$ cat src/csr_cfg.svh
`ifndef CSR_CFG_SVH
`define CSR_CFG_SVH

// Request queue depth
// Also the number of credits the sender holds after reset
`define CSR_QDEPTH 2

// Trap vector after reset
// Direct mode only, the low bits are kept as written
`define CSR_MTVEC_RST 32'h0000_0100

// Privilege mode after reset, machine mode
`define CSR_MODE_RST 2'b11

// mcause for the machine timer interrupt
// Bit 31 marks an interrupt, exception code 7
`define CSR_CAUSE_MTI 32'h8000_0007

// Exception code base for ECALL
// U gives 8, M gives 11
`define CSR_CAUSE_ECALL 4'd8

`endif

$ cat src/csr_pkg.sv
package csr_pkg;

    // CSR request opcodes from the pipeline
    typedef enum logic [2:0] {
        CSR_NOP   = 3'd0,
        CSR_W     = 3'd1,
        CSR_S     = 3'd2,
        CSR_C     = 3'd3,
        CSR_ECALL = 3'd4,
        CSR_MRET  = 3'd5
    } csr_op_e;

    // Only U and M, no supervisor
    typedef enum logic [1:0] {
        PRIV_U = 2'b00,
        PRIV_M = 2'b11
    } priv_mode_e;

    typedef enum logic [1:0] {
        RSP_DATA     = 2'd0,
        RSP_REDIRECT = 2'd1,
        RSP_IRQ      = 2'd2
    } csr_rsp_kind_e;

    // One request, 79 bits
    typedef struct packed {
        csr_op_e     op;
        logic [11:0] addr;
        // rs1 operand
        logic [31:0] wdata;
        // Instruction address, becomes mepc on a trap
        logic [31:0] pc;
    } csr_req_t;

    // One response, 66 bits
    typedef struct packed {
        csr_rsp_kind_e kind;
        logic [31:0]   rdata;
        logic [31:0]   target;
    } csr_rsp_t;

    // Result of one side block for the head request
    typedef struct packed {
        logic        hit;
        logic [31:0] rdata;
        logic        redirect;
        logic [31:0] target;
    } csr_part_t;

    // CSR addresses
    localparam logic [11:0] CSR_ADDR_MSTATUS  = 12'h300;
    localparam logic [11:0] CSR_ADDR_MIE      = 12'h304;
    localparam logic [11:0] CSR_ADDR_MTVEC    = 12'h305;
    localparam logic [11:0] CSR_ADDR_MSCRATCH = 12'h340;
    localparam logic [11:0] CSR_ADDR_MEPC     = 12'h341;
    localparam logic [11:0] CSR_ADDR_MCAUSE   = 12'h342;
    localparam logic [11:0] CSR_ADDR_TIME     = 12'hc01;
    localparam logic [11:0] CSR_ADDR_TIMEH    = 12'hc81;

    // True for the opcodes that read and modify a CSR
    function automatic logic csr_is_access(csr_op_e op);
        return (op == CSR_W) || (op == CSR_S) || (op == CSR_C);
    endfunction

    // New CSR value for W, S and C
    function automatic logic [31:0] csr_rmw(csr_op_e op, logic [31:0] old_val,
                                            logic [31:0] wdata);
        case (op)
            CSR_W:   return wdata;
            CSR_S:   return old_val | wdata;
            CSR_C:   return old_val & ~wdata;
            default: return old_val;
        endcase
    endfunction

endpackage

$ cat src/csr_req_queue.sv
`timescale 1ns/1ps
`include "csr_cfg.svh"

module csr_req_queue (
    input  logic              clk,
    input  logic              rst_n,
    input  logic              req_valid,
    input  csr_pkg::csr_req_t req,
    input  logic              irq_stall,
    output logic              head_valid,
    output csr_pkg::csr_req_t head,
    output logic              fire,
    output logic              credit_return
);

    localparam int DEPTH = `CSR_QDEPTH;
    localparam int PW    = (DEPTH > 1) ? $clog2(DEPTH) : 1;
    localparam int CW    = $clog2(DEPTH + 1);

    // Entry storage
    csr_pkg::csr_req_t mem [DEPTH];

    logic [PW-1:0] wr_ptr;
    logic [PW-1:0] rd_ptr;
    logic [CW-1:0] count;

    // Wraps at DEPTH for any depth
    function automatic logic [PW-1:0] ptr_inc(logic [PW-1:0] ptr);
        if (ptr == PW'(DEPTH - 1)) begin
            return '0;
        end
        return ptr + 1'b1;
    endfunction

    assign head_valid = (count != '0);
    assign head       = mem[rd_ptr];
    // Head leaves unless a timer interrupt is waiting for irq_ready
    assign fire       = head_valid & ~irq_stall;

    // The sender's credits guarantee a free slot
    always_ff @(posedge clk) begin
        if (req_valid) begin
            mem[wr_ptr] <= req;
        end
    end

    always_ff @(posedge clk or negedge rst_n) begin
        if (!rst_n) begin
            wr_ptr        <= '0;
            rd_ptr        <= '0;
            count         <= '0;
            credit_return <= 1'b0;
        end else begin
            if (req_valid) begin
                wr_ptr <= ptr_inc(wr_ptr);
            end
            if (fire) begin
                rd_ptr <= ptr_inc(rd_ptr);
            end
            case ({req_valid, fire})
                2'b10:   count <= count + 1'b1;
                2'b01:   count <= count - 1'b1;
                default: count <= count;
            endcase
            // One credit back per retired entry, a cycle after the pop
            credit_return <= fire;
        end
    end

endmodule

$ cat src/csr_regfile.sv
`timescale 1ns/1ps
`include "csr_cfg.svh"

module csr_regfile (
    input  logic               clk,
    input  logic               rst_n,
    input  csr_pkg::csr_req_t  head,
    input  logic               fire,
    input  logic               irq_take,
    input  logic [63:0]        time_now,
    output csr_pkg::csr_part_t part,
    output logic [31:0]        mtvec,
    output logic               mie_mtie
);

    logic [31:0] mscratch_q;
    logic [31:0] mtvec_q;
    // Only MTIE is implemented in mie
    logic        mie_mtie_q;

    logic        owned;
    logic        writable;
    logic        access;
    logic [31:0] old_val;
    logic [31:0] new_val;
    logic        do_write;

    // Address decode and old value
    always_comb begin
        owned    = 1'b1;
        writable = 1'b1;
        old_val  = '0;
        case (head.addr)
            csr_pkg::CSR_ADDR_MSCRATCH: old_val = mscratch_q;
            csr_pkg::CSR_ADDR_MTVEC:    old_val = mtvec_q;
            // MTIE at bit 7, the rest reads zero
            csr_pkg::CSR_ADDR_MIE:      old_val = {24'b0, mie_mtie_q, 7'b0};
            csr_pkg::CSR_ADDR_TIME: begin
                old_val  = time_now[31:0];
                writable = 1'b0;
            end
            csr_pkg::CSR_ADDR_TIMEH: begin
                old_val  = time_now[63:32];
                writable = 1'b0;
            end
            default: begin
                owned    = 1'b0;
                writable = 1'b0;
            end
        endcase
    end

    assign access  = csr_pkg::csr_is_access(head.op);
    assign new_val = csr_pkg::csr_rmw(head.op, old_val, head.wdata);

    // An interrupted head is retired without executing
    assign do_write = fire & ~irq_take & access & writable;

    // Plain registers never redirect
    always_comb begin
        part.hit      = owned & access;
        part.rdata    = (owned & access) ? old_val : '0;
        part.redirect = 1'b0;
        part.target   = '0;
    end

    always_ff @(posedge clk or negedge rst_n) begin
        if (!rst_n) begin
            mscratch_q <= '0;
            mtvec_q    <= `CSR_MTVEC_RST;
            mie_mtie_q <= 1'b0;
        end else if (do_write) begin
            case (head.addr)
                csr_pkg::CSR_ADDR_MSCRATCH: mscratch_q <= new_val;
                csr_pkg::CSR_ADDR_MTVEC:    mtvec_q    <= new_val;
                csr_pkg::CSR_ADDR_MIE:      mie_mtie_q <= new_val[7];
                default: begin
                end
            endcase
        end
    end

    // To the trap block
    assign mtvec    = mtvec_q;
    assign mie_mtie = mie_mtie_q;

endmodule

$ cat src/csr_trap_ctrl.sv
`timescale 1ns/1ps
`include "csr_cfg.svh"

module csr_trap_ctrl (
    input  logic               clk,
    input  logic               rst_n,
    input  csr_pkg::csr_req_t  head,
    input  logic               head_valid,
    input  logic               fire,
    input  logic               irq_ready,
    input  logic [63:0]        time_now,
    input  logic [63:0]        mtimecmp,
    input  logic [31:0]        mtvec,
    input  logic               mie_mtie,
    output logic               irq_stall,
    output logic               irq_take,
    output csr_pkg::csr_part_t part
);

    csr_pkg::priv_mode_e mode_q;
    // mstatus fields
    logic                mst_mie_q;
    logic                mst_mpie_q;
    csr_pkg::priv_mode_e mst_mpp_q;
    logic [31:0]         mepc_q;
    logic [31:0]         mcause_q;

    logic [31:0] mstatus_rd;
    logic [31:0] old_val;
    logic [31:0] new_val;
    logic        owned;
    logic        access;
    logic        irq_pending;
    logic        trap_enter;
    logic        is_mret;

    // Timer interrupt, U mode is always interruptible
    assign irq_pending = (time_now >= mtimecmp) && mie_mtie &&
                         ((mode_q == csr_pkg::PRIV_M && mst_mie_q) ||
                          (mode_q == csr_pkg::PRIV_U));
    // Hold the queue until the pipeline can take the trap
    assign irq_stall   = irq_pending & ~irq_ready;
    assign irq_take    = irq_pending & irq_ready & head_valid;

    assign mstatus_rd = {19'b0, mst_mpp_q, 3'b0, mst_mpie_q, 3'b0, mst_mie_q, 3'b0};

    always_comb begin
        owned   = 1'b1;
        old_val = '0;
        case (head.addr)
            csr_pkg::CSR_ADDR_MSTATUS: old_val = mstatus_rd;
            csr_pkg::CSR_ADDR_MEPC:    old_val = mepc_q;
            csr_pkg::CSR_ADDR_MCAUSE:  old_val = mcause_q;
            default:                   owned   = 1'b0;
        endcase
    end

    assign access  = csr_pkg::csr_is_access(head.op);
    assign new_val = csr_pkg::csr_rmw(head.op, old_val, head.wdata);

    // ECALL and the timer interrupt share the trap entry
    assign trap_enter = irq_take | (fire & (head.op == csr_pkg::CSR_ECALL));
    assign is_mret    = ~irq_take & (head.op == csr_pkg::CSR_MRET);

    always_comb begin
        part.hit      = owned & access;
        part.rdata    = (owned & access) ? old_val : '0;
        part.redirect = (head.op == csr_pkg::CSR_ECALL) | (head.op == csr_pkg::CSR_MRET);
        // MRET returns to the old mepc, every trap goes to mtvec
        part.target   = is_mret ? mepc_q : mtvec;
    end

    always_ff @(posedge clk or negedge rst_n) begin
        if (!rst_n) begin
            mode_q     <= csr_pkg::priv_mode_e'(`CSR_MODE_RST);
            mst_mie_q  <= 1'b0;
            mst_mpie_q <= 1'b0;
            mst_mpp_q  <= csr_pkg::PRIV_U;
            mepc_q     <= '0;
            mcause_q   <= '0;
        end else if (trap_enter) begin
            // Cause 8 plus mode for ECALL
            mcause_q   <= irq_take ? `CSR_CAUSE_MTI :
                          {28'b0, `CSR_CAUSE_ECALL + {2'b0, mode_q}};
            mepc_q     <= head.pc;
            mst_mpp_q  <= mode_q;
            mst_mpie_q <= mst_mie_q;
            mst_mie_q  <= 1'b0;
            mode_q     <= csr_pkg::PRIV_M;
        end else if (fire && is_mret) begin
            mode_q     <= mst_mpp_q;
            mst_mie_q  <= mst_mpie_q;
            mst_mpie_q <= 1'b1;
            mst_mpp_q  <= csr_pkg::PRIV_U;
        end else if (fire && access) begin
            case (head.addr)
                csr_pkg::CSR_ADDR_MSTATUS: begin
                    mst_mie_q  <= new_val[3];
                    mst_mpie_q <= new_val[7];
                    // Unsupported modes fall back to U
                    mst_mpp_q  <= (new_val[12:11] == 2'b11) ? csr_pkg::PRIV_M :
                                                              csr_pkg::PRIV_U;
                end
                csr_pkg::CSR_ADDR_MEPC:   mepc_q   <= new_val;
                csr_pkg::CSR_ADDR_MCAUSE: mcause_q <= new_val;
                default: begin
                end
            endcase
        end
    end

endmodule

$ cat src/csr_rsp_stage.sv
`timescale 1ns/1ps

module csr_rsp_stage (
    input  logic               clk,
    input  logic               rst_n,
    input  logic               fire,
    input  logic               irq_take,
    input  csr_pkg::csr_part_t reg_part,
    input  csr_pkg::csr_part_t trap_part,
    output logic               rsp_valid,
    output csr_pkg::csr_rsp_t  rsp
);

    csr_pkg::csr_rsp_t rsp_next;

    // Interrupt first, then redirect, then read data
    always_comb begin
        rsp_next.kind   = csr_pkg::RSP_DATA;
        rsp_next.rdata  = '0;
        rsp_next.target = '0;
        if (irq_take) begin
            rsp_next.kind   = csr_pkg::RSP_IRQ;
            rsp_next.target = trap_part.target;
        end else if (trap_part.redirect) begin
            rsp_next.kind   = csr_pkg::RSP_REDIRECT;
            rsp_next.target = trap_part.target;
        end else if (reg_part.hit) begin
            rsp_next.rdata = reg_part.rdata;
        end else if (trap_part.hit) begin
            rsp_next.rdata = trap_part.rdata;
        end
        // NOP and unowned addresses give zero data
    end

    always_ff @(posedge clk or negedge rst_n) begin
        if (!rst_n) begin
            rsp_valid <= 1'b0;
        end else begin
            // One pulse per retired request
            rsp_valid <= fire;
        end
    end

    // Payload only loads on a retire
    always_ff @(posedge clk) begin
        if (fire) begin
            rsp <= rsp_next;
        end
    end

endmodule

$ cat src/csr_unit.sv
`timescale 1ns/1ps

module csr_unit (
    input  logic              clk,
    input  logic              rst_n,
    input  logic              req_valid,
    input  csr_pkg::csr_req_t req,
    output logic              credit_return,
    output logic              rsp_valid,
    output csr_pkg::csr_rsp_t rsp,
    input  logic [63:0]       time_now,
    input  logic [63:0]       mtimecmp,
    input  logic              irq_ready,
    output logic              irq_stall
);

    csr_pkg::csr_req_t  head;
    logic               head_valid;
    logic               fire;
    logic               irq_take;
    csr_pkg::csr_part_t reg_part;
    csr_pkg::csr_part_t trap_part;
    logic [31:0]        mtvec;
    logic               mie_mtie;

    // Credit queue, head pops on fire
    csr_req_queue u_queue (
        .clk           (clk),
        .rst_n         (rst_n),
        .req_valid     (req_valid),
        .req           (req),
        .irq_stall     (irq_stall),
        .head_valid    (head_valid),
        .head          (head),
        .fire          (fire),
        .credit_return (credit_return)
    );

    // Plain CSRs
    csr_regfile u_regfile (
        .clk      (clk),
        .rst_n    (rst_n),
        .head     (head),
        .fire     (fire),
        .irq_take (irq_take),
        .time_now (time_now),
        .part     (reg_part),
        .mtvec    (mtvec),
        .mie_mtie (mie_mtie)
    );

    // Mode, mstatus, trap entry and return
    csr_trap_ctrl u_trap (
        .clk        (clk),
        .rst_n      (rst_n),
        .head       (head),
        .head_valid (head_valid),
        .fire       (fire),
        .irq_ready  (irq_ready),
        .time_now   (time_now),
        .mtimecmp   (mtimecmp),
        .mtvec      (mtvec),
        .mie_mtie   (mie_mtie),
        .irq_stall  (irq_stall),
        .irq_take   (irq_take),
        .part       (trap_part)
    );

    csr_rsp_stage u_rsp (
        .clk       (clk),
        .rst_n     (rst_n),
        .fire      (fire),
        .irq_take  (irq_take),
        .reg_part  (reg_part),
        .trap_part (trap_part),
        .rsp_valid (rsp_valid),
        .rsp       (rsp)
    );

endmodule

$ cat config.mk
export PLATFORM = sky130hd
export DESIGN_NAME = csr_unit
export DESIGN_NICKNAME = d
export VERILOG_FILES = /design/src/csr_pkg.sv /design/src/csr_req_queue.sv /design/src/csr_regfile.sv /design/src/csr_trap_ctrl.sv /design/src/csr_rsp_stage.sv /design/src/csr_unit.sv
export VERILOG_INCLUDE_DIRS = /design/src /design/src/src
export SDC_FILE = /design/constraint.sdc
export NUM_CORES = 1
export LEC_CHECK = 0
export BUFFER_PORTS_ARGS = -buffer_cell sky130_fd_sc_hd__buf_2
export CORE_MARGIN = 2
export CORE_UTILIZATION = 49
export CTS_CLUSTER_SIZE = 40
export DETAILED_ROUTE_END_ITERATION = 8
export PLACE_DENSITY = 0.7
export SYNTH_ARGS = -nofsm -noshare
export SYNTH_HDL_FRONTEND = slang
export SYNTH_SLANG_ARGS = --single-unit
export TNS_END_PERCENT = 100
$ cat constraint.sdc
create_clock -name clk -period 9.2 [get_ports clk]
set_clock_uncertainty 0.2 [all_clocks]
set_input_delay 0 -clock clk [delete_from_list [all_inputs] [get_ports clk]]
set_output_delay 0 -clock clk [all_outputs]
set_load 0.005 [all_outputs]
# After elaboration in Yosys (flattened, before gate mapping)

Memory sizes are Yosys's and may differ from the RTL's.
Index checks and enable logic that the tools add are counted.

Register bits: 206
Memory bits (writable): 158
Input port bits: 211
Word-level logic and storage cells: 137
Memories: 1

Add/subtract/negate cells: 5
Magnitude comparators: 1
Equality and inequality tests: 18
Muxes and demuxes: 48
Bitwise logic cells: 21
Reduce and logical (&&, ||, !) cells: 27

Memories:

| name        | words | width | rd ports | clocked after memory_dff | write ports | RTL line            | RTL |
|---|---|---|---|---|---|---|---|
| u_queue.mem | 2     | 79    | 1        | 0                        | 1           | csr_req_queue.sv:21 | `csr_pkg::csr_req_t mem [DEPTH];` |

Operators with widths:

| cell                                            | number |
|---|---|
| two-way mux 32 bit                              | 14 |
| one-hot mux 32 bit (3 select lines)             | 3 |
| one-hot mux 32 bit (5 select lines)             | 1 |
| == test 12 x 10 -> 1 bit, second input constant | 6 |
| bitwise AND 32 bit                              | 2 |
| greater-or-equal comparator 64 bit              | 1 |
| bitwise OR 32 bit                               | 2 |
| inverter 32 bit                                 | 1 |
| == test 12 bit, second input constant           | 2 |
| two-way mux 1 bit                               | 22 |
| two-way mux 2 bit                               | 7 |
| nonzero test 2 bit                              | 6 |
| bitwise AND 1 bit                               | 11 |
| AND reduction 2 bit                             | 4 |
| == test 2 bit, second input constant            | 3 |
| == test 3 x 2 -> 1 bit, second input constant   | 2 |
| == test 3 bit, second input constant            | 2 |
| AND reduction 3 bit                             | 2 |
| nonzero test 3 bit                              | 2 |
| OR reduction 3 bit                              | 2 |
| logical AND 1 bit                               | 5 |
| OR reduction 5 bit                              | 1 |
| adder 4 x 2 -> 4 bit, first input constant      | 1 |
| one-hot mux 2 bit (2 select lines)              | 1 |
| other kinds (11)                                | 17 |

# Longest topological paths before layout

Gate-level depths: netlist of run 1.

Depth after elaboration: 11
Depth in mapped cells: 17
Gate-level depth less buffers: 14

# Cells and area by module

Synthesis of run 1 repeated with hierarchy kept, for this count alone.

Cell total of the unflattened synthesis: 1,764
Area, all modules: 19,977.9 µm²

By module, submodules not included:

| module        | instances | cells an instance | area an instance (µm²) | seq. area each (µm²) |
|---|---|---|---|---|
| csr_req_queue | 1         | 263               | 6,321.1                | 4,869.7 |
| csr_trap_ctrl | 1         | 768               | 6,254.7                | 1,754.2 |
| csr_regfile   | 1         | 519               | 4,468.0                | 1,627.8 |
| csr_rsp_stage | 1         | 214               | 2,934.1                | 2,006.9 |

# Worst setup path before layout of run 1

No wires, ideal clock.

Path type: register -> register
Start point: register u_queue.wr_ptr
End point: memory u_queue.mem[0][0] (netlist bit) (enable)
Arrival: 3.685 ns
Data required time: 8.483 ns
Path slack: 4.799 ns
Cell stages (with the launch flop): 2
Path buffers: 0
Period minus slack after synthesis: 4.401 ns
Cell sequence: dfrtp_1 -> nor2_1

RTL lines:

| what                     | RTL line            | RTL |
|---|---|---|
| start: declaration       | csr_req_queue.sv:23 | `logic [PW-1:0] wr_ptr;` |
| start signal: assignment | csr_req_queue.sv:55 | `wr_ptr <= ptr_inc(wr_ptr);` |
| end: declaration         | csr_req_queue.sv:21 |  |

Straight into the memory's write port.

# Worst setup path after layout of run 1

Start point: register u_queue.rd_ptr
End point: register u_rsp.rsp[60] (netlist name)

Word-level cells in the longest chain between the ends: 7

Ends and longest elaborated chain:

| what                                                                    | RTL line                                 | RTL |
|---|---|---|
| start: declaration                                                      | csr_req_queue.sv:24                      | `logic [PW-1:0] rd_ptr;` |
| start signal: assignment                                                | csr_req_queue.sv:58                      | `rd_ptr <= ptr_inc(rd_ptr);` |
| memory read (2 x 79 bit) (*)                                            | -                                        |  |
| == test 12 x 10 -> 1 bit (tied with other cells)                        | csr_trap_ctrl.sv:50                      | `case (head.addr)` |
| OR reduction 3 bit (no source line) or logical OR 1 bit (tied branches) | -                                        |  |
| two-way mux 1 bit or logical OR 1 bit (tied branches)                   | csr_trap_ctrl.sv:50, csr_pkg.sv:62       |  |
| bitwise AND 1 bit                                                       | csr_trap_ctrl.sv:66, csr_trap_ctrl.sv:67 |  |
| two-way mux 32 bit                                                      | csr_rsp_stage.sv:29                      | `end else if (trap_part.hit) begin` |
| two-way mux 32 bit                                                      | csr_rsp_stage.sv:27                      | `end else if (reg_part.hit) begin` |

Mark *: on every way between the ends. The rest lies on a longest branch, timed or not.
A chain may end at the register's enable or synchronous reset.

==> metrics.txt, run 1 <==
Reg2Reg Capture Point u_rsp.rsp[60]; die width 199 um; synth unique cells 77; pwr dens 253 mW/mm^2; mux share of post-synthesis cell area 0.102; element type at the critical path start flop; Fmax 0.192 GHz; GRT Total Usage 0.283; clock latency on the worst-skew pair 0.55 ns; crit share post-route 0.567; # resized after CTS 0; reg-to-reg setup timing slack 3.98 ns; relative slew slack 0.168; wire per inst 21.4 um; Pwr Total 5950 uW; Max Root-Sink Buffers 3; Yosys top cell area share 0.361; sequential-to-total area share from yosys stat 0.549; Pins Over Slew Limit 0; FF-to-FF Start u_queue.rd_ptr; DR DRC count 0; Yosys reg bits 364; clock tree sinks 364; max capacitance violation total 0; simple logic cell fraction of the synthesized area 0.109; top post-synthesis cells by count nand2_1 (263), edfxtp_1 (224), mux2i_1 (148), dfrtp_1 (137), nor2_1 (127); EDFF count, synth 224; root buffer cell clkbuf_16; GRT overflow 0; Die Ht 199 um; first-pass GRT wire length 84400 um; status finished, final reports clean; worst path arrival time 5.37 ns; Setup crit end kind flop; Layout area overhead 25.9%; worst reg2reg path depth 8; post-DR vias/cell 5.74; top cells by area, synth edfxtp_1 (36%), dfrtp_1 (18%), mux2i_1 (7.9%), nand2_1 (5.3%), ha_1 (4.4%); clock-pin transition on the worst setup and hold timing paths 0.06 ns; vias in the first global route 14700; Worst EP required 9.35 ns; share of cells above drive strength 1 0.205; Worst Min Path Start req[3]; initial drt markers 1432; Synth Area per Inst 10.9 um^2; final WL 56800 um; compound-cell area share of the yosys netlist 0.152; area share of xor/xnor cells in the synthesized design 0.00235; RSZ-0062 raised after global routing no; kind of critical path reg2reg; final worst path period need 5.22 ns; DRT Pass-1 Iters 5; Cells after Synth 1716; initial core utilization 0.496; gpl congestion 0.973; HPWL after DPL 38600 um; die area 0.0396 mm^2; Syn Std Cell Area 0.0186 mm^2; leakage power 0.00977 uW; area of the core 0.0376 mm^2; setup_tns 0 ns; hold crit path type in2reg; maximum vdd drop 0.000152 V; row count 71; initial antenna violation count 3; yosys warns 0; total number of H-tree levels 2; Synth Net Count 1992; NumNets Final 2393; Routed Antenna Nets 0; post-synthesis adder-cell area fraction 0.0436; largest family of logic cells by synthesized area compound AO/OA/AOI/OAI gates; CP Max Fanout 47; Top FF cell, synth edfxtp_1; area leader, netlist edfxtp_1; CTS tree yes; ys async rst share 0.385; Final Hold Vio Count 0; worst slew pin tran 1.25 ns; total CTS buffers 39; # IOs 280; # setup viols final 0; # port buffers 279; Hold Path Depth 2; via count 15300; largest net degree at the start of global routing 86; Hold EP u_queue.mem[0][3]; most common cell in the netlist nand2_1
==> critical path: stages (launching register included) <==
cell,delay [ns]
dfrtp_4,0.86
buf_4,0.67
nor3b_1,0.33
o2bb2a_1,0.32
o21ai_1,0.25
nor2_4,0.77
o31a_1,0.57
nand2_1,0.64
o22ai_1,0.37
==> kinds of logic (layout without fill, tap and decap cells) <==
family	after synthesis	after routing
other cells	0	2
buf+inv	185	616
xor+xnor	5	5
flops	364	364
fa+ha+maj	65	65
simple gates	470	470
compound gates	441	441
mux	186	186
==> registers in the layout, indices dropped and copies added, names as in the netlist, 2 cells and up <==
register,cells
u_trap.mode_q,2
u_trap.mepc_q,32
u_trap.mcause_q,32
u_regfile.mscratch_q,32
u_regfile.mtvec,32
u_queue.count,2
u_rsp.rsp,66
u_trap.mst_mpp_q,2
u_queue.mem,158
==> metrics by stage <==
step                setup slack (ns)  instances  hold slack [ns]  area, um^2   util
global placement                4.30       2433          -0.0623       20500  0.545
global route                    3.75       2659           0.0114       23500  0.624
detailed placement              4.16       2433          -0.0486       20500  0.545
finish                          3.98       2660           0.0130       23500  0.624
floorplan                       4.80       1716           -0.496       18600      -
CTS                             4.08       2658         0.000644       23500  0.624
==> per-layer routing <==
metal,up-vias,GRT usage,part of all wire
met5,-,0,0.00023
met4,2,0.104,0.033
met3,117,0.0792,0.10
met2,762,0.426,0.44
met1,7288,0.391,0.42
li1,7105,-,-
==> where the power goes <==
| part | leakage (uW) | internal (uW) | switching [uW] |
|---|---|---|---|
| sequential | 0.00408 | 2190 | 251 |
| clock | 0.000699 | 1050 | 651 |
| combinational | 0.00499 | 643 | 1170 |
==> layout by cell type, fill, tap and decap left out, drive strengths merged, types with 4 or more instances in the layout <==
| cell type | n |
|---|---|
| a211o | 20 |
| a211oi | 18 |
| a21o | 5 |
| a21oi | 107 |
| a221oi | 20 |
| a222oi | 4 |
| a22o | 14 |
| a22oi | 29 |
| buf | 303 |
| bufinv | 5 |
| clkbuf | 55 |
| clkinv | 9 |
| dfrtp | 137 |
| dlygate4sd3 | 153 |
| edfxtp | 224 |
| ha | 65 |
| inv | 91 |
| mux2 | 38 |
| mux2i | 148 |
| nand2 | 263 |
| nand2b | 5 |
| nand3 | 12 |
| nand4 | 16 |
| nor2 | 127 |
| nor3 | 8 |
| nor4 | 6 |
| nor4b | 4 |
| o211ai | 31 |
| o21a | 5 |
| o21ai | 135 |
| o22ai | 20 |
| o311a | 4 |
| or2 | 5 |
| or3 | 4 |
==> how the worst max path moves through the flow <==
stage	from	end	slack (ns)	cells past startpoint
after floorplan	u_queue.wr_ptr	u_queue.mem[0][0]	4.80	1
after global placement	u_queue.rd_ptr	u_rsp.rsp[62]	4.30	8
after detailed placement	u_queue.rd_ptr	u_rsp.rsp[60]	4.16	8
after CTS	u_queue.rd_ptr	u_rsp.rsp[60]	4.08	8
after global routing	u_queue.rd_ptr	u_rsp.rsp[62]	3.75	8
final	u_queue.rd_ptr	u_rsp.rsp[60]	3.98	8
==> final cells by class <==
cell class,instances,area (um^2)
antenna,2,5.00
clock buffer,55,1190
clock inverter,16,213
fill,2996,14100
inverter,89,337
multi-input combinational,1167,7710
sequential,364,10200
tap,511,639
timing repair buffer,456,3130
==> timing repair <==
action / in CTS / in global routing
endpoints found under the setup margin: 0 / 0
hold endpoints to repair: 293 / 0
setup buffers: 0 / 0
hold buffers: 154 / 0
Note: power is estimated with default switching activity, not from simulation.
==> inputs of run 2 (changes only) <==
==> constraint.sdc (replaced) <==
create_clock -name clk -period 5.3 [get_ports clk]
set_clock_uncertainty 0.2 [all_clocks]
set_input_delay 0 -clock clk [delete_from_list [all_inputs] [get_ports clk]]
set_output_delay 0 -clock clk [all_outputs]
set_load 0.005 [all_outputs]
==> metrics.txt, run 2 (synthesis results as in run 1) <==
leakage power 0.00984 uW; NumNets Final 2416; Layout area overhead 26.5%; Critical Path, Cell by Cell or3b_2 -> o2bb2a_1 -> o21ai_1 -> nor2_2 -> buf_4 -> a221o_1 -> a21oi_1 -> o21ai_0 -> o31ai_1 -> o31ai_1; relative slew slack 0.362; Max Root-Sink Buffers 3; DRT Pass-1 Iters 6; worst path arrival time 4.37 ns; Sequential Area 0.0102 mm^2; multi-input combinational cell area 0.00770 mm^2; first-pass GRT wire length 86700 um; initial antenna violation count 0; root buffer cell clkbuf_16; CTS tree yes; hold crit path type in2reg; maximum vdd drop 0.000308 V; wire per inst 21.8 um; gpl congestion 0.910; # resized after CTS 0; total CTS buffers 38; final WL 58400 um; GRT Total Usage 0.291; crit share post-route 0.778; die area 0.0396 mm^2; max capacitance violation total 0; crit-path max cell delay 0.68 ns; worst reg2reg path depth 10; clock latency on the worst-skew pair 0.54 ns; Final Hold Vio Count 0; vias in the first global route 15000; Worst path most repeated cell o31ai_1; HPWL after DPL 39700 um; via count 15400; RSZ-0062 raised after global routing no; Hold Path Depth 2; Worst EP required 5.55 ns; GRT overflow 0; DR DRC count 0; Largest register FFs 158; area of the core 0.0376 mm^2; CP max stage cell nor2_2; share of cells above drive strength 1 0.210; final setup margin 1.18 ns; dpl ws 1.20 ns; placed inst area 0.0207 mm^2; clock-pin transition on the worst setup and hold timing paths 0.06 ns; worst slew pin tran 0.931 ns; Reg with most FFs u_queue.mem; final worst path period need 4.12 ns; Setup crit end kind flop; post-DR vias/cell 5.76; Routed Antenna Nets 0; row count 71; status finished, final reports clean; setup_tns 0 ns; hold slack final 0.0133 ns; Top Registers u_queue.mem: 158 flops, u_rsp.rsp: 66 flops; # setup viols final 0; total number of H-tree levels 2; Fmax 0.243 GHz; initial drt markers 1712; element type at the critical path start flop; largest net degree at the start of global routing 85; leading cell types in the layout, fill and taps excluded buf_2 (278), nand2_1 (262), edfxtp_1 (224), dlygate4sd3_1 (158), mux2i_1 (146); die width 199 um; # port buffers 279; Pins Over Slew Limit 0; pwr dens 436 mW/mm^2; initial core utilization 0.496; kind of critical path reg2reg; Die Ht 199 um; FILL cells 3014; most common cell after layout, fill and taps aside buf_2; number of diodes 0; post-route cell area 0.0236 mm^2; # IOs 280; clock tree sinks 364; CP Max Fanout 31
==> run 2: layout make-up <==
| cell class | count | area share |
|---|---|---|
| sequential | 364 | 0.434 |
| clock inverter | 17 | 0.00780 |
| clock buffer | 53 | 0.0480 |
| timing repair buffer | 480 | 0.142 |
| inverter | 89 | 0.0143 |
| tap | 511 | 0.0271 |
| multi-input combinational | 1167 | 0.327 |
==> run 2: final timing paths <==
kind / end / from / slack (ns)
worst max-delay path: u_trap.mst_mpie_q / u_queue.rd_ptr / 1.18
worst min-delay path: u_queue.mem[0][27] / req[27] / 0.01
worst max register to register: u_trap.mst_mpie_q / u_queue.rd_ptr / 1.18
worst min register to register: u_regfile.mscratch_q[15] / u_regfile.mscratch_q[15] / 0.28
max in group asynchronous: u_regfile.mscratch_q[5] / rst_n / 3.78
min in group asynchronous: u_trap.mode_q[1] / rst_n / 0.37
==> run 2: what timing repair did <==
item                                   in CTS  in global routing
endpoints found under the hold margin     305                  0
setup buffers                               0                  0
hold buffers                              159                  0
==> run 2: power breakdown <==
group          internal (uW)  switching (uW)  total (uW)
Clock                   1690            1110        2800
Sequential              3800             406        4210
Combinational           1160            2110        3270
==> run 2: metrics by stage <==
stage | util | std cells | total power, uW
6_report | 0.628 | 2681 | 10300
5_1_grt | 0.628 | 2681 | 10700
4_1_cts | 0.628 | 2681 | 10300
3_5_place_dp | 0.550 | 2452 | 7360
3_3_place_gp | 0.550 | 2452 | 7300
2_1_floorplan | - | 1716 | 6040
==> run 2: layer usage <==
metal	global-route usage	vias to the layer above	routed length [um]
met1	0.407	7411	25000
met3	0.0534	116	5260
li1	-	7150	-
met2	0.461	770	26500
met4	0.0890	0	1600
met5	0	-	0
==> run 2: critical path, delay by kind of cell (launching register included) <==
kind	cells	cell delay [ns]
AO/OA/AOI/OAI	7	1.62
flip-flops	1	0.66
buffers and inverters	1	0.34
AND/OR/NAND/NOR	2	1.19
==> inputs of run 3 (changes only) <==
==> constraint.sdc (replaced) <==
create_clock -name clk -period 4 [get_ports clk]
set_clock_uncertainty 0.2 [all_clocks]
set_input_delay 0 -clock clk [delete_from_list [all_inputs] [get_ports clk]]
set_output_delay 0 -clock clk [all_outputs]
set_load 0.005 [all_outputs]
==> metrics.txt, run 3 (synthesis results as in run 1) <==
crit share post-route 0.921; share of cells above drive strength 1 0.219; multi-input combinational cell area 0.00776 mm^2; total number of H-tree levels 2; clock latency on the worst-skew pair 0.53 ns; root buffer cell clkbuf_16; Worst Path Buf+Inv 2; NumNets Final 2428; Sequential Area 0.0102 mm^2; GRT Total Usage 0.290; # resized after CTS 0; post-route cell area 0.0237 mm^2; Critical Path, Cell by Cell or3b_2 -> o2bb2a_1 -> o21ai_1 -> nor2_2 -> buf_4 -> o31a_1 -> nand2_1 -> buf_4 -> o22ai_1; total CTS buffers 39; GRT overflow 0; clock tree sinks 364; Layout area overhead 27.2%; final worst path period need 3.69 ns; initial drt markers 1307; initial core utilization 0.496; wire per inst 21.5 um; initial antenna violation count 0; DR DRC count 0; area of the core 0.0376 mm^2; placed inst area 0.0210 mm^2; Reg with most FFs u_queue.mem; # port buffers 279; Final Hold Vio Count 0; vias in the first global route 15100; Largest register FFs 158; leading cell types in the layout, fill and taps excluded buf_2 (278), nand2_1 (263), edfxtp_1 (224), dlygate4sd3_1 (151), mux2i_1 (146); element type at the critical path start flop; maximum vdd drop 0.000383 V; cell family with most CP delay compound AO/OA/AOI/OAI gates; CP Max Fanout 21; row count 71; Routed Antenna Nets 0; via count 15400; largest net degree at the start of global routing 83; crit-path max cell delay 0.56 ns; die width 199 um; Die Ht 199 um; Fmax 0.271 GHz; worst path arrival time 3.81 ns; fin util 0.631; post-DR vias/cell 5.71; # setup viols final 0; final WL 57800 um; Worst path most repeated cell buf_4; hold crit path type in2reg; pwr dens 567 mW/mm^2; kind of critical path reg2reg; CP max stage cell dfrtp_4; CTS tree yes; FILL cells 3016; most common cell after layout, fill and taps aside buf_2; status finished, final reports clean; first-pass GRT wire length 86800 um; Max Root-Sink Buffers 3; leakage power 0.00987 uW; die area 0.0396 mm^2; HPWL after DPL 40700 um; RSZ-0062 raised after global routing no; Worst EP required 4.12 ns; relative slew slack 0.432; hold slack final 0.0144 ns; Pins Over Slew Limit 0; Setup Fix Bufs, Post-CTS 0; Setup crit end kind flop; number of diodes 0; clock-pin transition on the worst setup and hold timing paths 0.06 ns; worst slew pin tran 0.828 ns; Top Registers u_queue.mem: 158 flops, u_rsp.rsp: 66 flops; # IOs 280; max capacitance violation total 0; gpl congestion 0.930; DRT Pass-1 Iters 5; Pwr Total 13400 uW
==> run 3: cell types whose count changed in the layout (fill, tap and decap cells not counted), sizes merged <==
cell and delta:
dlygate4sd3 -7, clkbuf -4, bufinv -2, buf +18
clkinv +5, inv +1
==> run 3: what timing repair did <==
item / 4_1_cts / 5_1_grt
hold buffers: 152 / 0
setup endpoints to repair: 0 / 0
endpoints found under the hold margin: 298 / 0
==> run 3: through the flow <==
step,TNS [ns],setup slack [ns],instances
after global routing,0,0.131,2692
final,0,0.315,2692
after global placement,0,0.380,2470
after floorplan,-0.228,-0.190,1716
after detailed placement,0,0.301,2470
after CTS,0,0.353,2692
==> run 3: final cells by class <==
class,instances,share of cell area
inverter,89,0.0150
clock inverter,21,0.00665
tap,511,0.0270
clock buffer,49,0.0432
timing repair buffer,491,0.149
multi-input combinational,1167,0.327
sequential,364,0.432
==> run 3: path summary, 6_finish.rpt <==
| path | from | endpoint | slack [ns] | cells after the start |
|---|---|---|---|---|
| worst max register to register | u_queue.rd_ptr | u_rsp.rsp[62] | 0.31 | 9 |
| worst max-delay path | u_queue.rd_ptr | u_rsp.rsp[62] | 0.31 | 9 |
| worst min register to register | u_regfile.mscratch_q[13] | u_regfile.mscratch_q[13] | 0.28 | 2 |
| worst min-delay path | req[27] | u_queue.mem[1][27] | 0.01 | 2 |
| min in group asynchronous | rst_n | u_trap.mode_q[0] | 0.39 | 3 |
| max in group asynchronous | rst_n | u_trap.mcause_q[21] | 2.74 | 4 |
==> run 3: per-layer routing <==
metal  wire (um)  track usage  vias up
met5           0            0        -
met4        1730       0.0934        0
met3        5800       0.0695      106
met2       25700        0.454      752
met1       24600        0.399     7336
li1            -            -     7175
==> run 3: where the power goes <==
part | switching, uW | internal [uW]
sequential | 523 | 5030
clock | 1480 | 1950
combinational | 2820 | 1650
